===== src/rtl/blob_tracker_params.svh =====
`ifndef BLOB_TRACKER_PARAMS_SVH
`define BLOB_TRACKER_PARAMS_SVH

// camera side widths
`define CAM_DATA_W 8      // parallel camera byte
`define HCOUNT_W   11     // up to 2047 pixels per line
`define VCOUNT_W   10     // up to 1023 lines

// centre of mass accumulators
`define SUM_W      32     // holds the coordinate sum of a full 1280x720 frame
`define CNT_W      20     // masked pixel count, 1280*720 fits

// apb bus
`define APB_ADDR_W 8
`define APB_DATA_W 32

// register map, byte addresses
`define REG_CTRL   8'h00  // track_en, channel_sel
`define REG_LOWER  8'h04
`define REG_UPPER  8'h08
`define REG_COM    8'h0C  // read only, x/y result

// pink range as a power-up default
`define LOWER_RESET 8'hA0
`define UPPER_RESET 8'hF0

`endif


===== src/rtl/blob_tracker_pkg.sv =====
`include "blob_tracker_params.svh"

package blob_tracker_pkg;

   // camera pixel, high byte arrives first
   typedef struct packed {
      logic [4:0] red;
      logic [5:0] green;
      logic [4:0] blue;
   } rgb565_t;

   typedef logic [`HCOUNT_W-1:0] hcount_t;  // pixel index in a line
   typedef logic [`VCOUNT_W-1:0] vcount_t;  // line index in a frame

   // channel used by the threshold stage
   // code 2'd3 is not listed and falls back to red
   typedef enum logic [1:0] {
      CH_RED   = 2'd0,
      CH_GREEN = 2'd1,
      CH_BLUE  = 2'd2
   } channel_sel_e;

endpackage


===== src/rtl/pixel_if.sv =====
`timescale 1ns/1ps

// pixel or mask stream, one item per clock at most, no back-pressure
interface pixel_if;

   logic                       valid;      // pixel qualifier
   blob_tracker_pkg::hcount_t  hcount;     // column of this pixel
   blob_tracker_pkg::vcount_t  vcount;     // row of this pixel
   blob_tracker_pkg::rgb565_t  pixel;      // colour, or mask in bit 0
   logic                       frame_end;  // single pulse after the last pixel

   modport producer (
      output valid,
      output hcount,
      output vcount,
      output pixel,
      output frame_end
   );

   modport consumer (
      input valid,
      input hcount,
      input vcount,
      input pixel,
      input frame_end
   );

endinterface


===== src/rtl/serial_divider.sv =====
`timescale 1ns/1ps

module serial_divider #(
   parameter int DIVIDEND_W = 32,
   parameter int DIVISOR_W  = 20
) (
   input  logic                  clk_camera,
   input  logic                  sys_rst_camera,
   input  logic                  start_i,
   input  logic [DIVIDEND_W-1:0] dividend_i,
   input  logic [DIVISOR_W-1:0]  divisor_i,
   output logic [DIVIDEND_W-1:0] quotient_o,  // floor, stable after done_o
   output logic                  done_o
);

   localparam int STEP_W = $clog2(DIVIDEND_W);

   logic [DIVISOR_W-1:0] rem;        // partial remainder, always below divisor
   logic [DIVISOR_W-1:0] div_r;      // latched divisor
   logic [DIVISOR_W:0]   shifted;    // remainder with next dividend bit
   logic [DIVISOR_W:0]   diff;
   logic [STEP_W-1:0]    step;
   logic                 busy;

   // quotient_o doubles as the dividend shift register
   assign shifted = {rem, quotient_o[DIVIDEND_W-1]};
   assign diff    = shifted - {1'b0, div_r};  // msb set means no subtract

   always_ff @(posedge clk_camera) begin
      if (sys_rst_camera) begin
         busy   <= 1'b0;
         done_o <= 1'b0;
         step   <= '0;
      end else begin
         done_o <= 1'b0;
         if (start_i) begin
            busy <= 1'b1;
            step <= '0;
         end else if (busy) begin
            step <= step + STEP_W'(1);
            if (step == STEP_W'(DIVIDEND_W - 1)) begin
               busy   <= 1'b0;  // last quotient bit this cycle
               done_o <= 1'b1;
            end
         end
      end
   end

   // one restoring step per clock, msb first
   always_ff @(posedge clk_camera) begin
      if (start_i) begin
         rem        <= '0;
         div_r      <= divisor_i;
         quotient_o <= dividend_i;
      end else if (busy) begin
         if (!diff[DIVISOR_W]) begin
            rem        <= diff[DIVISOR_W-1:0];
            quotient_o <= {quotient_o[DIVIDEND_W-2:0], 1'b1};
         end else begin
            rem        <= shifted[DIVISOR_W-1:0];
            quotient_o <= {quotient_o[DIVIDEND_W-2:0], 1'b0};
         end
      end
   end

endmodule


===== src/rtl/pixel_reconstruct.sv =====
`timescale 1ns/1ps
`include "blob_tracker_params.svh"

module pixel_reconstruct import blob_tracker_pkg::*; (
   input  logic                   clk_camera,
   input  logic                   sys_rst_camera,
   input  logic [`CAM_DATA_W-1:0] cam_d_i,
   input  logic                   cam_pclk_i,
   input  logic                   cam_hsync_i,
   input  logic                   cam_vsync_i,
   pixel_if.producer              pix_o
);

   logic [`CAM_DATA_W-1:0] d_sync [2];  // [1] is the second stage
   logic [1:0]             pclk_sync;
   logic [1:0]             hs_sync;
   logic [1:0]             vs_sync;
   logic [`CAM_DATA_W-1:0] d_r;         // data aligned with the edge flags
   logic                   pclk_prev;
   logic                   hs_prev;     // also the aligned hsync level
   logic                   vs_prev;     // also the aligned vsync level
   logic                   pclk_rise;
   logic                   hs_fall;
   logic                   vs_rise;
   logic                   take_byte;
   logic                   phase;       // 1 once the high byte is held
   logic [`CAM_DATA_W-1:0] first_byte;
   hcount_t                h_cnt;
   vcount_t                v_cnt;

   // two flop synchronizers into clk_camera
   always_ff @(posedge clk_camera) begin
      d_sync[0] <= cam_d_i;
      d_sync[1] <= d_sync[0];
      pclk_sync <= {pclk_sync[0], cam_pclk_i};
      hs_sync   <= {hs_sync[0], cam_hsync_i};
      vs_sync   <= {vs_sync[0], cam_vsync_i};
   end

   // registered edge detect, third cycle after the port
   always_ff @(posedge clk_camera) begin
      if (sys_rst_camera) begin
         pclk_prev <= 1'b0;
         hs_prev   <= 1'b0;
         vs_prev   <= 1'b0;
         pclk_rise <= 1'b0;
         hs_fall   <= 1'b0;
         vs_rise   <= 1'b0;
      end else begin
         pclk_prev <= pclk_sync[1];
         hs_prev   <= hs_sync[1];
         vs_prev   <= vs_sync[1];
         pclk_rise <= pclk_sync[1] & ~pclk_prev;
         hs_fall   <= ~hs_sync[1] & hs_prev;
         vs_rise   <= vs_sync[1] & ~vs_prev;
      end
      d_r <= d_sync[1];
   end

   assign take_byte = pclk_rise & hs_prev & ~vs_prev;  // active video only

   // byte pairing and line/frame counting
   always_ff @(posedge clk_camera) begin
      if (sys_rst_camera) begin
         pix_o.valid     <= 1'b0;
         pix_o.frame_end <= 1'b0;
         phase           <= 1'b0;
         h_cnt           <= '0;
         v_cnt           <= '0;
      end else begin
         pix_o.valid     <= 1'b0;
         pix_o.frame_end <= vs_rise;  // same delay as a pixel
         if (vs_rise) begin
            v_cnt <= '0;
            h_cnt <= '0;
            phase <= 1'b0;
         end else if (hs_fall) begin  // end of line
            v_cnt <= v_cnt + vcount_t'(1);
            h_cnt <= '0;
            phase <= 1'b0;
         end else if (take_byte) begin
            phase <= ~phase;
            if (phase) begin
               pix_o.valid <= 1'b1;  // low byte completes the pixel
               h_cnt       <= h_cnt + hcount_t'(1);
            end
         end
      end
   end

   // payload path
   always_ff @(posedge clk_camera) begin
      if (take_byte) begin
         if (!phase) begin
            first_byte <= d_r;
         end else begin
            pix_o.pixel  <= rgb565_t'({first_byte, d_r});
            pix_o.hcount <= h_cnt;
            pix_o.vcount <= v_cnt;
         end
      end
   end

endmodule


===== src/rtl/color_threshold.sv =====
`timescale 1ns/1ps

module color_threshold import blob_tracker_pkg::*; (
   input  logic         clk_camera,
   input  logic         sys_rst_camera,
   pixel_if.consumer    pix_i,
   input  logic [7:0]   lower_bound_i,  // inclusive
   input  logic [7:0]   upper_bound_i,  // inclusive
   input  channel_sel_e channel_sel_i,
   input  logic         track_en_i,
   pixel_if.producer    mask_o          // mask in pixel bit 0
);

   logic [7:0] chan_val;  // selected channel scaled to 8 bits
   logic       in_range;

   // pad the chosen channel with zeros up to 8 bits
   always_comb begin
      case (channel_sel_i)
         CH_GREEN: chan_val = {pix_i.pixel.green, 2'b00};
         CH_BLUE:  chan_val = {pix_i.pixel.blue, 3'b000};
         default:  chan_val = {pix_i.pixel.red, 3'b000};  // red and spare code
      endcase
   end

   assign in_range = track_en_i
                     && (chan_val >= lower_bound_i)
                     && (chan_val <= upper_bound_i);

   // stream qualifiers, one cycle through
   always_ff @(posedge clk_camera) begin
      if (sys_rst_camera) begin
         mask_o.valid     <= 1'b0;
         mask_o.frame_end <= 1'b0;
      end else begin
         mask_o.valid     <= pix_i.valid;
         mask_o.frame_end <= pix_i.frame_end;
      end
   end

   // counts travel with the mask bit
   always_ff @(posedge clk_camera) begin
      mask_o.hcount <= pix_i.hcount;
      mask_o.vcount <= pix_i.vcount;
      mask_o.pixel  <= rgb565_t'({15'b0, in_range});
   end

endmodule


===== src/rtl/center_of_mass.sv =====
`timescale 1ns/1ps
`include "blob_tracker_params.svh"

module center_of_mass import blob_tracker_pkg::*; (
   input  logic      clk_camera,
   input  logic      sys_rst_camera,
   pixel_if.consumer mask_i,
   output hcount_t   x_com_o,
   output vcount_t   y_com_o,
   output logic      com_valid_o   // single pulse per new result
);

   logic [`SUM_W-1:0] sum_x;
   logic [`SUM_W-1:0] sum_y;
   logic [`CNT_W-1:0] mask_cnt;
   logic              hit;         // masked pixel this cycle
   logic              div_start;
   logic [`SUM_W-1:0] x_quot;
   logic [`SUM_W-1:0] y_quot;
   logic              x_done;
   logic              y_done;

   assign hit       = mask_i.valid & mask_i.pixel[0];
   assign div_start = mask_i.frame_end & (mask_cnt != '0);  // empty frame keeps old result

   // per frame sums, cleared once the dividers have taken them
   always_ff @(posedge clk_camera) begin
      if (sys_rst_camera) begin
         sum_x    <= '0;
         sum_y    <= '0;
         mask_cnt <= '0;
      end else if (mask_i.frame_end) begin
         sum_x    <= '0;
         sum_y    <= '0;
         mask_cnt <= '0;
      end else if (hit) begin
         sum_x    <= sum_x + `SUM_W'(mask_i.hcount);
         sum_y    <= sum_y + `SUM_W'(mask_i.vcount);
         mask_cnt <= mask_cnt + `CNT_W'(1);
      end
   end

   // dividers latch their operands on start, next frame may accumulate meanwhile
   serial_divider #(
      .DIVIDEND_W (`SUM_W),
      .DIVISOR_W  (`CNT_W)
   ) x_div (
      .clk_camera     (clk_camera),
      .sys_rst_camera (sys_rst_camera),
      .start_i        (div_start),
      .dividend_i     (sum_x),
      .divisor_i      (mask_cnt),
      .quotient_o     (x_quot),
      .done_o         (x_done)
   );

   serial_divider #(
      .DIVIDEND_W (`SUM_W),
      .DIVISOR_W  (`CNT_W)
   ) y_div (
      .clk_camera     (clk_camera),
      .sys_rst_camera (sys_rst_camera),
      .start_i        (div_start),
      .dividend_i     (sum_y),
      .divisor_i      (mask_cnt),
      .quotient_o     (y_quot),
      .done_o         (y_done)
   );

   // result register, mean never exceeds the coordinate range
   always_ff @(posedge clk_camera) begin
      if (sys_rst_camera) begin
         x_com_o     <= '0;
         y_com_o     <= '0;
         com_valid_o <= 1'b0;
      end else begin
         com_valid_o <= x_done & y_done;
         if (x_done && y_done) begin
            x_com_o <= x_quot[`HCOUNT_W-1:0];
            y_com_o <= y_quot[`VCOUNT_W-1:0];
         end
      end
   end

endmodule


===== src/rtl/apb_config_regs.sv =====
`timescale 1ns/1ps
`include "blob_tracker_params.svh"

module apb_config_regs import blob_tracker_pkg::*; (
   input  logic                   clk_camera,
   input  logic                   sys_rst_camera,
   input  logic [`APB_ADDR_W-1:0] paddr_i,
   input  logic                   psel_i,
   input  logic                   penable_i,
   input  logic                   pwrite_i,
   input  logic [`APB_DATA_W-1:0] pwdata_i,
   input  hcount_t                x_com_i,
   input  vcount_t                y_com_i,
   output logic [`APB_DATA_W-1:0] prdata_o,
   output logic                   pready_o,
   output logic                   pslverr_o,
   output logic [7:0]             lower_bound_o,
   output logic [7:0]             upper_bound_o,
   output channel_sel_e           channel_sel_o,
   output logic                   track_en_o
);

   logic access;    // apb access phase
   logic addr_hit;  // address is in the map

   assign access   = psel_i & penable_i;
   assign pready_o = 1'b1;  // zero wait states

   // read mux and decode, valid during the access phase
   always_comb begin
      addr_hit = 1'b1;
      prdata_o = '0;
      case (paddr_i)
         `REG_CTRL: begin
            prdata_o[0]   = track_en_o;
            prdata_o[2:1] = channel_sel_o;
         end
         `REG_LOWER: prdata_o[7:0] = lower_bound_o;
         `REG_UPPER: prdata_o[7:0] = upper_bound_o;
         `REG_COM: begin
            prdata_o[`HCOUNT_W-1:0]  = x_com_i;
            prdata_o[16+:`VCOUNT_W]  = y_com_i;  // y in the upper half
         end
         default: addr_hit = 1'b0;
      endcase
   end

   assign pslverr_o = access & ~addr_hit;

   // config writes land on the access edge
   always_ff @(posedge clk_camera) begin
      if (sys_rst_camera) begin
         track_en_o    <= 1'b0;
         channel_sel_o <= CH_RED;
         lower_bound_o <= `LOWER_RESET;
         upper_bound_o <= `UPPER_RESET;
      end else if (access && pwrite_i) begin
         case (paddr_i)
            `REG_CTRL: begin
               track_en_o    <= pwdata_i[0];
               channel_sel_o <= channel_sel_e'(pwdata_i[2:1]);
            end
            `REG_LOWER: lower_bound_o <= pwdata_i[7:0];
            `REG_UPPER: upper_bound_o <= pwdata_i[7:0];
            default: ;  // COM is read only, unmapped ignored
         endcase
      end
   end

endmodule


===== src/rtl/blob_tracker_top.sv =====
`timescale 1ns/1ps
`include "blob_tracker_params.svh"

module blob_tracker_top import blob_tracker_pkg::*; (
   input  logic                   clk_camera,
   input  logic                   sys_rst_camera,
   input  logic [`CAM_DATA_W-1:0] cam_d_i,
   input  logic                   cam_pclk_i,
   input  logic                   cam_hsync_i,
   input  logic                   cam_vsync_i,
   input  logic [`APB_ADDR_W-1:0] paddr_i,
   input  logic                   psel_i,
   input  logic                   penable_i,
   input  logic                   pwrite_i,
   input  logic [`APB_DATA_W-1:0] pwdata_i,
   output logic [`APB_DATA_W-1:0] prdata_o,
   output logic                   pready_o,
   output logic                   pslverr_o,
   output logic                   com_valid_o,
   output hcount_t                x_com_o,
   output vcount_t                y_com_o
);

   logic [7:0]   lower_bound;
   logic [7:0]   upper_bound;
   channel_sel_e channel_sel;
   logic         track_en;

   pixel_if pix_stream ();   // rgb565 pixels from the camera
   pixel_if mask_stream ();  // one bit mask per pixel

   pixel_reconstruct pixel_reconstruct_inst (
      .clk_camera     (clk_camera),
      .sys_rst_camera (sys_rst_camera),
      .cam_d_i        (cam_d_i),
      .cam_pclk_i     (cam_pclk_i),
      .cam_hsync_i    (cam_hsync_i),
      .cam_vsync_i    (cam_vsync_i),
      .pix_o          (pix_stream.producer)
   );

   color_threshold color_threshold_inst (
      .clk_camera     (clk_camera),
      .sys_rst_camera (sys_rst_camera),
      .pix_i          (pix_stream.consumer),
      .lower_bound_i  (lower_bound),
      .upper_bound_i  (upper_bound),
      .channel_sel_i  (channel_sel),
      .track_en_i     (track_en),
      .mask_o         (mask_stream.producer)
   );

   center_of_mass center_of_mass_inst (
      .clk_camera     (clk_camera),
      .sys_rst_camera (sys_rst_camera),
      .mask_i         (mask_stream.consumer),
      .x_com_o        (x_com_o),
      .y_com_o        (y_com_o),
      .com_valid_o    (com_valid_o)
   );

   apb_config_regs apb_config_regs_inst (
      .clk_camera     (clk_camera),
      .sys_rst_camera (sys_rst_camera),
      .paddr_i        (paddr_i),
      .psel_i         (psel_i),
      .penable_i      (penable_i),
      .pwrite_i       (pwrite_i),
      .pwdata_i       (pwdata_i),
      .x_com_i        (x_com_o),  // status readback of the last result
      .y_com_i        (y_com_o),
      .prdata_o       (prdata_o),
      .pready_o       (pready_o),
      .pslverr_o      (pslverr_o),
      .lower_bound_o  (lower_bound),
      .upper_bound_o  (upper_bound),
      .channel_sel_o  (channel_sel),
      .track_en_o     (track_en)
   );

endmodule


===== config.mk =====
export PLATFORM = sky130hd
export DESIGN_NAME = blob_tracker_top
export DESIGN_NICKNAME = d
export VERILOG_FILES = /design/src/rtl/blob_tracker_pkg.sv /design/src/rtl/pixel_if.sv /design/src/rtl/serial_divider.sv /design/src/rtl/pixel_reconstruct.sv /design/src/rtl/color_threshold.sv /design/src/rtl/center_of_mass.sv /design/src/rtl/apb_config_regs.sv /design/src/rtl/blob_tracker_top.sv
export VERILOG_INCLUDE_DIRS = /design/src /design/src/rtl
export SDC_FILE = /design/constraint.sdc
export NUM_CORES = 1
export LEC_CHECK = 0
export BUFFER_PORTS_ARGS = -buffer_cell sky130_fd_sc_hd__buf_2
export CAP_MARGIN = 20
export CORE_MARGIN = 4
export CORE_UTILIZATION = 50
export DETAILED_ROUTE_END_ITERATION = 12
export PLACE_DENSITY_LB_ADDON = 0.12
export SYNTH_ARGS = -nofsm -noshare
export SYNTH_HDL_FRONTEND = slang
export SYNTH_SLANG_ARGS = --single-unit

===== constraint.sdc =====
create_clock -name clk_camera -period 6.1 [get_ports clk_camera]
set_clock_uncertainty 0.2 [all_clocks]
set_input_delay 0.305 -clock clk_camera [delete_from_list [all_inputs] [get_ports clk_camera]]
set_output_delay 0.305 -clock clk_camera [all_outputs]
set_load 0.02 [all_outputs]

# Word-level counts from Yosys, hierarchy flattened
# Memory sizes are Yosys's and may differ from the RTL's. A register that Yosys moved wholly into a read port is not among the register bits.
# Cells that the tools add are included.
[totals]
word_cells = 127
ramBits = 16
reg_bits = 368
n_memories = 1
[memory_table]
columns = ["name", "words", "word_bits", "rd", "rd_clocked_by_memory_dff", "wr", "line", "source"]
rows = [
  ["pixel_reconstruct_inst.d_sync", 2, 8, 2, 1, 2, "pixel_reconstruct.sv:14", "logic [`CAM_DATA_W-1:0] d_sync [2];"],
]
[classes]
n_reduce_logical = 21
n_bitwise = 18
n_addsub = 9
magnitude_cmp = 2
eq_ne = 7
n_mux = 23
[ops]
columns = ["cell", "n"]
rows = [
  ["$mux W32", 4],
  ["$sub A21 B20 Y21", 2],
  ["$mux W20", 2],
  ["$add A32 B10 Y32", 1],
  ["$add A32 B11 Y32", 1],
  ["$add A20 B1 Y20 const B", 1],
  ["$reduce_bool A20 Y1", 1],
  ["$eq A8 B4 Y1 const B", 2],
  ["$pmux W8 S2", 1],
  ["$pmux W5 S3", 1],
  ["$mux W1", 12],
  ["$pmux W3 S4", 1],
  ["$add A11 B1 Y11 const B", 1],
  ["$add A10 B1 Y10 const B", 1],
  ["$add A5 B1 Y5 const B", 2],
  ["$and A1 B1 Y1", 10],
  ["$eq A5 B5 Y1 const B", 2],
  ["$mux W10", 1],
  ["$reduce_and A2 Y1", 5],
  ["$reduce_or A3 Y1", 3],
  ["$eq A8 B3 Y1 const B", 1],
  ["$ge A8 B8 Y1", 1],
  ["$le A8 B8 Y1", 1],
  ["$logic_not A8 Y1", 1],
  ["8 further kinds", 22],
]

# Logic depth before layout (Yosys ltp)
[logic_depth]
depth_word = 5
depth_mapped = 14

# Modules after synthesis
# A second synthesis with hierarchy kept.
[hier_totals]
hier_cells = 1829
area_unflattened_um2 = 19185.9
[modules_own_cells]
columns = ["mod", "area_per_inst_um2", "instances", "seq_area_each_um2", "cells_each"]
rows = [
  ["serial_divider", 4206.5, 2, 2102.0, 370],
  ["center_of_mass", 5270.1, 1, 2122.0, 639],
  ["pixel_reconstruct", 3209.3, 1, 2552.4, 209],
  ["apb_config_regs", 1256.2, 1, 380.4, 136],
  ["color_threshold", 1037.2, 1, 480.5, 105],
]

# Worst setup path before layout
# Ideal clock, no wire load.
[synth_timing]
path_type = "reg2reg"
start = "reg pixel_reconstruct_inst.vs_prev"
end = "reg pixel_reconstruct_inst.h_cnt[7]"
setup_time_ps = 128
t_arrival_ps = 3142
period_less_slack_ps = 3469
setup_slack_ps = 2631
path_stages_with_launch = 8
path_cell_list = "dfxtp_1 nand3b_1 nor2_1 nand4_1 nor2_1 nand3_1 xor2_1 nor2_1"
[synth_between]
elab_chain_len = 3
[synth_rtl]
columns = ["item", "line", "source"]
rows = [
  ["start: declaration", "pixel_reconstruct.sv:21", "logic vs_prev;"],
  ["start signal: assignment", "pixel_reconstruct.sv:52", "vs_prev <= vs_sync[1];"],
  ["$not A1 Y1", "pixel_reconstruct.sv:60", "assign take_byte = pclk_rise & hs_prev & ~vs_prev;"],
  ["$and A1 B1 Y1", "pixel_reconstruct.sv:60", ""],
  ["$reduce_and A2 Y1 (no line)", "--", ""],
  ["end signal: assignment", "pixel_reconstruct.sv:85", "h_cnt <= h_cnt + hcount_t'(1);"],
  ["end: declaration", "pixel_reconstruct.sv:28", "hcount_t h_cnt;"],
]
# No other way between the ends.
# A chain may end at the register's enable or synchronous reset.

==> impl_metrics.json <==
{
  "first_global_vias": 12472,
  "drc_violation_count_after_routing": 0,
  "top_level_ports": 112,
  "yosys_register_bits": 392,
  "synth_top_flop_cell": "sky130_fd_sc_hd__dfxtp_1",
  "synth_cell_type_count": 68,
  "cts-htree-levels": 2,
  "floorplan.initialDensity_pct": 51.18,
  "post_route_cells_drive_above_1_share_pct": 9.073,
  "first_pass_grt_wire_length_um": 60080,
  "slew_viol_final": 0,
  "rsz0062_at_grt": "no",
  "detailedPlacementHpwl_um": 24400,
  "power.leakage_nw": 8.225,
  "finalNetCount": 2092,
  "root_buffer": "sky130_fd_sc_hd__clkbuf_16",
  "power_density_nw_per_um2": 298.4,
  "irDropWorstVdd_v": 0.0003114,
  "clockBufferDepth": 3,
  "max_slew_margin_pct": 31.32,
  "cts_tree": "built",
  "clk-insertion-delay-late_ns": 0.57,
  "drtIter0Drc": 581,
  "synth.top_cells.by_count": "sky130_fd_sc_hd__nand2_1 (330), sky130_fd_sc_hd__dfxtp_1 (263), sky130_fd_sc_hd__nor2_1 (172), sky130_fd_sc_hd__edfxtp_1 (129), sky130_fd_sc_hd__a21oi_1 (116)",
  "synth-warning-count": 0,
  "drt_wl_total_um": 35770,
  "postCtsHoldBufs": 19,
  "numCtsBuffers": 43,
  "postSynth.asyncResetShare_pct": 0,
  "diodes": 0,
  "cp_common_cell": "sky130_fd_sc_hd__nor2_1",
  "timing.max_cap.violations": 0,
  "worst_path_largest_cell_delay_ns": 0.49,
  "finish.utilization_pct": 57.77,
  "syn_avg_cell_area_um2": 9.531,
  "grt_remaining_overflow": 0,
  "synthDominantAreaCellType": "sky130_fd_sc_hd__dfxtp_1",
  "finalWorstPathRequiredPeriod_ns": 3.766,
  "grt_start_max_net_pins": 74,
  "clock_edge_transition_at_the_registers_on_the_reported_setup_and_hold_paths_ns": 0.06,
  "netlist_area_um2": 17850,
  "postCtsSetupBuffers": 0,
  "worstSetupPathType": "register to register",
  "totalNegativeSetupSlack_ns": 0,
  "design.die.area_um2": 38790,
  "cp-end-kind": "register",
  "avgRoutedWirePerCell_um": 14.67,
  "cts_repair_resize_count": 0,
  "core_region_area_um2": 34880,
  "track_usage_pct": 18.42,
  "antenna_violating_nets_post_route": 0,
  "critPathRequiredTime_ns": 6.22,
  "overall_die_height_um": 197.0,
  "dp.cells": 2338,
  "area.growth.synth_to_final_pct": 12.88,
  "worstPathArrival_ns": 3.89,
  "port_buffers": 75,
  "crit_path_top_delay_cell": "sky130_fd_sc_hd__or4_1",
  "post_synth_main_area_contributors": "sky130_fd_sc_hd__dfxtp_1 (29%), sky130_fd_sc_hd__edfxtp_1 (22%), sky130_fd_sc_hd__nand2_1 (6.9%), sky130_fd_sc_hd__ha_1 (5.8%), sky130_fd_sc_hd__xor2_1 (3.8%)",
  "critPathLaunchType": "register",
  "setup_ws_ns": 2.334,
  "worst_margin_slew_ns": 1.017,
  "avgViaCountPerCell": 5.291,
  "post_synth_inst_count": 1873,
  "fraction_of_post_synthesis_cell_area_in_the_top_cell_type_by_area_pct": 29.49,
  "placement_rows": 68,
  "sink_count": 392,
  "timing.fmax_mhz": 265.5,
  "path_cells": "ha_1, fa_1, nand2b_1, a21oi_2, o211ai_1, o21a_1, or4_1, and3_1, buf_4, nor2_1, nor2_1",
  "route.vias.total": 12904,
  "synth_edf_count": 129,
  "run_status": "finished, final reports clean",
  "final-instance-count-excl-fill": 2439,
  "gp_routability_congestion": 0.8690,
  "fp.dieW_um": 197.0,
  "hold_class": "input port to register",
  "post-synth-top-count-cell": "sky130_fd_sc_hd__nand2_1",
  "number_of_antenna_violations_at_the_first_check_in_global_routing": 0,
  "fillerInstances": 3050,
  "synth.yosys.seq_area_share_pct": 51.19,
  "drt_pass1_iterations": 5,
  "hold_viol_final": 0,
  "preCtsSetupSlack_ns": 2.345,
  "final-setup-viol-count": 0,
  "final_min_period_over_clock_period_pct": 61.74,
  "worstPathMaxFanout": 23
}
[registers in the layout, summed over array words and instances (netlist names), 20 cells and up]
signal / flops
center_of_mass_inst.sum_x: 32
center_of_mass_inst.x_div.rem: 20
center_of_mass_inst.mask_cnt: 20
center_of_mass_inst.y_div.quotient_o: 32
center_of_mass_inst.y_div.div_r: 20
center_of_mass_inst.sum_y: 32
center_of_mass_inst.y_div.rem: 20
center_of_mass_inst.x_div.quotient_o: 32
[layout by cell type, fill, tap and decap left out, types with 13 or more instances in the layout]
cell type / netlist / layout
sky130_fd_sc_hd__nand2_1: 330 / 330
sky130_fd_sc_hd__dfxtp_1: 263 / 263
sky130_fd_sc_hd__nor2_1: 172 / 171
sky130_fd_sc_hd__edfxtp_1: 129 / 129
sky130_fd_sc_hd__a21oi_1: 116 / 116
sky130_fd_sc_hd__o21ai_0: 88 / 88
sky130_fd_sc_hd__ha_1: 83 / 83
sky130_fd_sc_hd__xor2_1: 78 / 78
sky130_fd_sc_hd__buf_2: 4 / 76
sky130_fd_sc_hd__inv_1: 65 / 64
sky130_fd_sc_hd__xnor2_1: 45 / 44
sky130_fd_sc_hd__clkbuf_16: 0 / 43
sky130_fd_sc_hd__nand3_1: 40 / 40
sky130_fd_sc_hd__mux2i_1: 38 / 38
sky130_fd_sc_hd__and3_1: 33 / 33
sky130_fd_sc_hd__nand4_1: 29 / 29
sky130_fd_sc_hd__nor3_1: 24 / 24
sky130_fd_sc_hd__nor2b_1: 23 / 23
sky130_fd_sc_hd__and2_1: 23 / 23
sky130_fd_sc_hd__a21o_1: 21 / 21
sky130_fd_sc_hd__dlygate4sd3_1: 0 / 19
sky130_fd_sc_hd__nand2b_1: 17 / 17
sky130_fd_sc_hd__or3_1: 14 / 14
sky130_fd_sc_hd__buf_4: 13 / 13
[through the flow]
stage          cell area (um2)  hold slack (ns)  power [mW]
3_5_place_dp             18550           0.1121       3.575
4_1_cts                  20120          0.08623       6.084
3_3_place_gp             18550           0.1108       3.560
6_report                 20150           0.1208       6.014
5_1_grt                  20150           0.1316       6.287
2_1_floorplan            17890           0.1096       3.450
[path summary, 6_finish.rpt]
check	startpoint	end	slack [ns]	cells after the start
max	center_of_mass_inst.y_div.div_r[0]$_DFFE_PP_	center_of_mass_inst.x_div.quotient_o[0]$_DFFE_PP_	2.33	11
min	penable_i	apb_config_regs_inst.channel_sel_o[1]$_SDFFE_PP0P_	0.12	5
max reg2reg	center_of_mass_inst.y_div.div_r[0]$_DFFE_PP_	center_of_mass_inst.x_div.quotient_o[0]$_DFFE_PP_	2.33	11
min reg2reg	pixel_reconstruct_inst.d_sync[1][1]$_DFF_P_	pixel_reconstruct_inst.d_r[1]$_DFF_P_	0.12	0
[layout make-up]
cell class	count	area (um2)	share of cell area (%)
Tap cell	455	569.3	2.825
Timing Repair Buffer	109	695.7	3.452
Inverter	65	244.0	1.211
Clock inverter	21	187.7	0.9314
Sequential cell	392	9139	45.35
Clock buffer	59	1186	5.886
Multi-Input combinational cell	1338	8129	40.34
[worst max-delay path, delay by kind of cell, from the launching register on]
kind / cells / cell delay [ns]
buffers and inverters: 1 / 0.29
adders and majority gates: 2 / 0.65
DFF: 1 / 0.43
and+or+nand+nor: 5 / 1.34
AOI/OAI and AO/OA: 3 / 0.60
[metal layers]
metal  up-vias  track usage (%)  share of wire (%)
li1       6608                -                  -
met1      6054            23.74                 46
met2       167            31.31                 47
met3        75            3.111                3.4
met4         0            6.805                3.1
met5         -                0                  0
[where the power goes]
group | internal (mW) | total [mW] | switching, mW | leakage (nW)
Combinational | 0.310 | 0.725 | 0.415 | 4.24
Sequential | 2.76 | 2.81 | 0.0528 | 3.32
Clock | 1.42 | 2.48 | 1.06 | 0.657
Total | 4.49 | 6.01 | 1.53 | 8.23
[logic make-up (layout without fill, tap and decap cells)]
family	after synthesis	count (layout)	share of synthesized area (%)
and+or+nand+nor	752	752	19.21
DFF	392	392	51.19
AOI/OAI and AO/OA	320	320	10.88
buffers and inverters	153	254	3.644
xor gates and xnor gates	124	124	6.126
adders and majority gates	87	87	6.266
muxes	43	43	2.635
other	2	12	0.04207
Note: power is estimated with default switching activity, not from simulation.
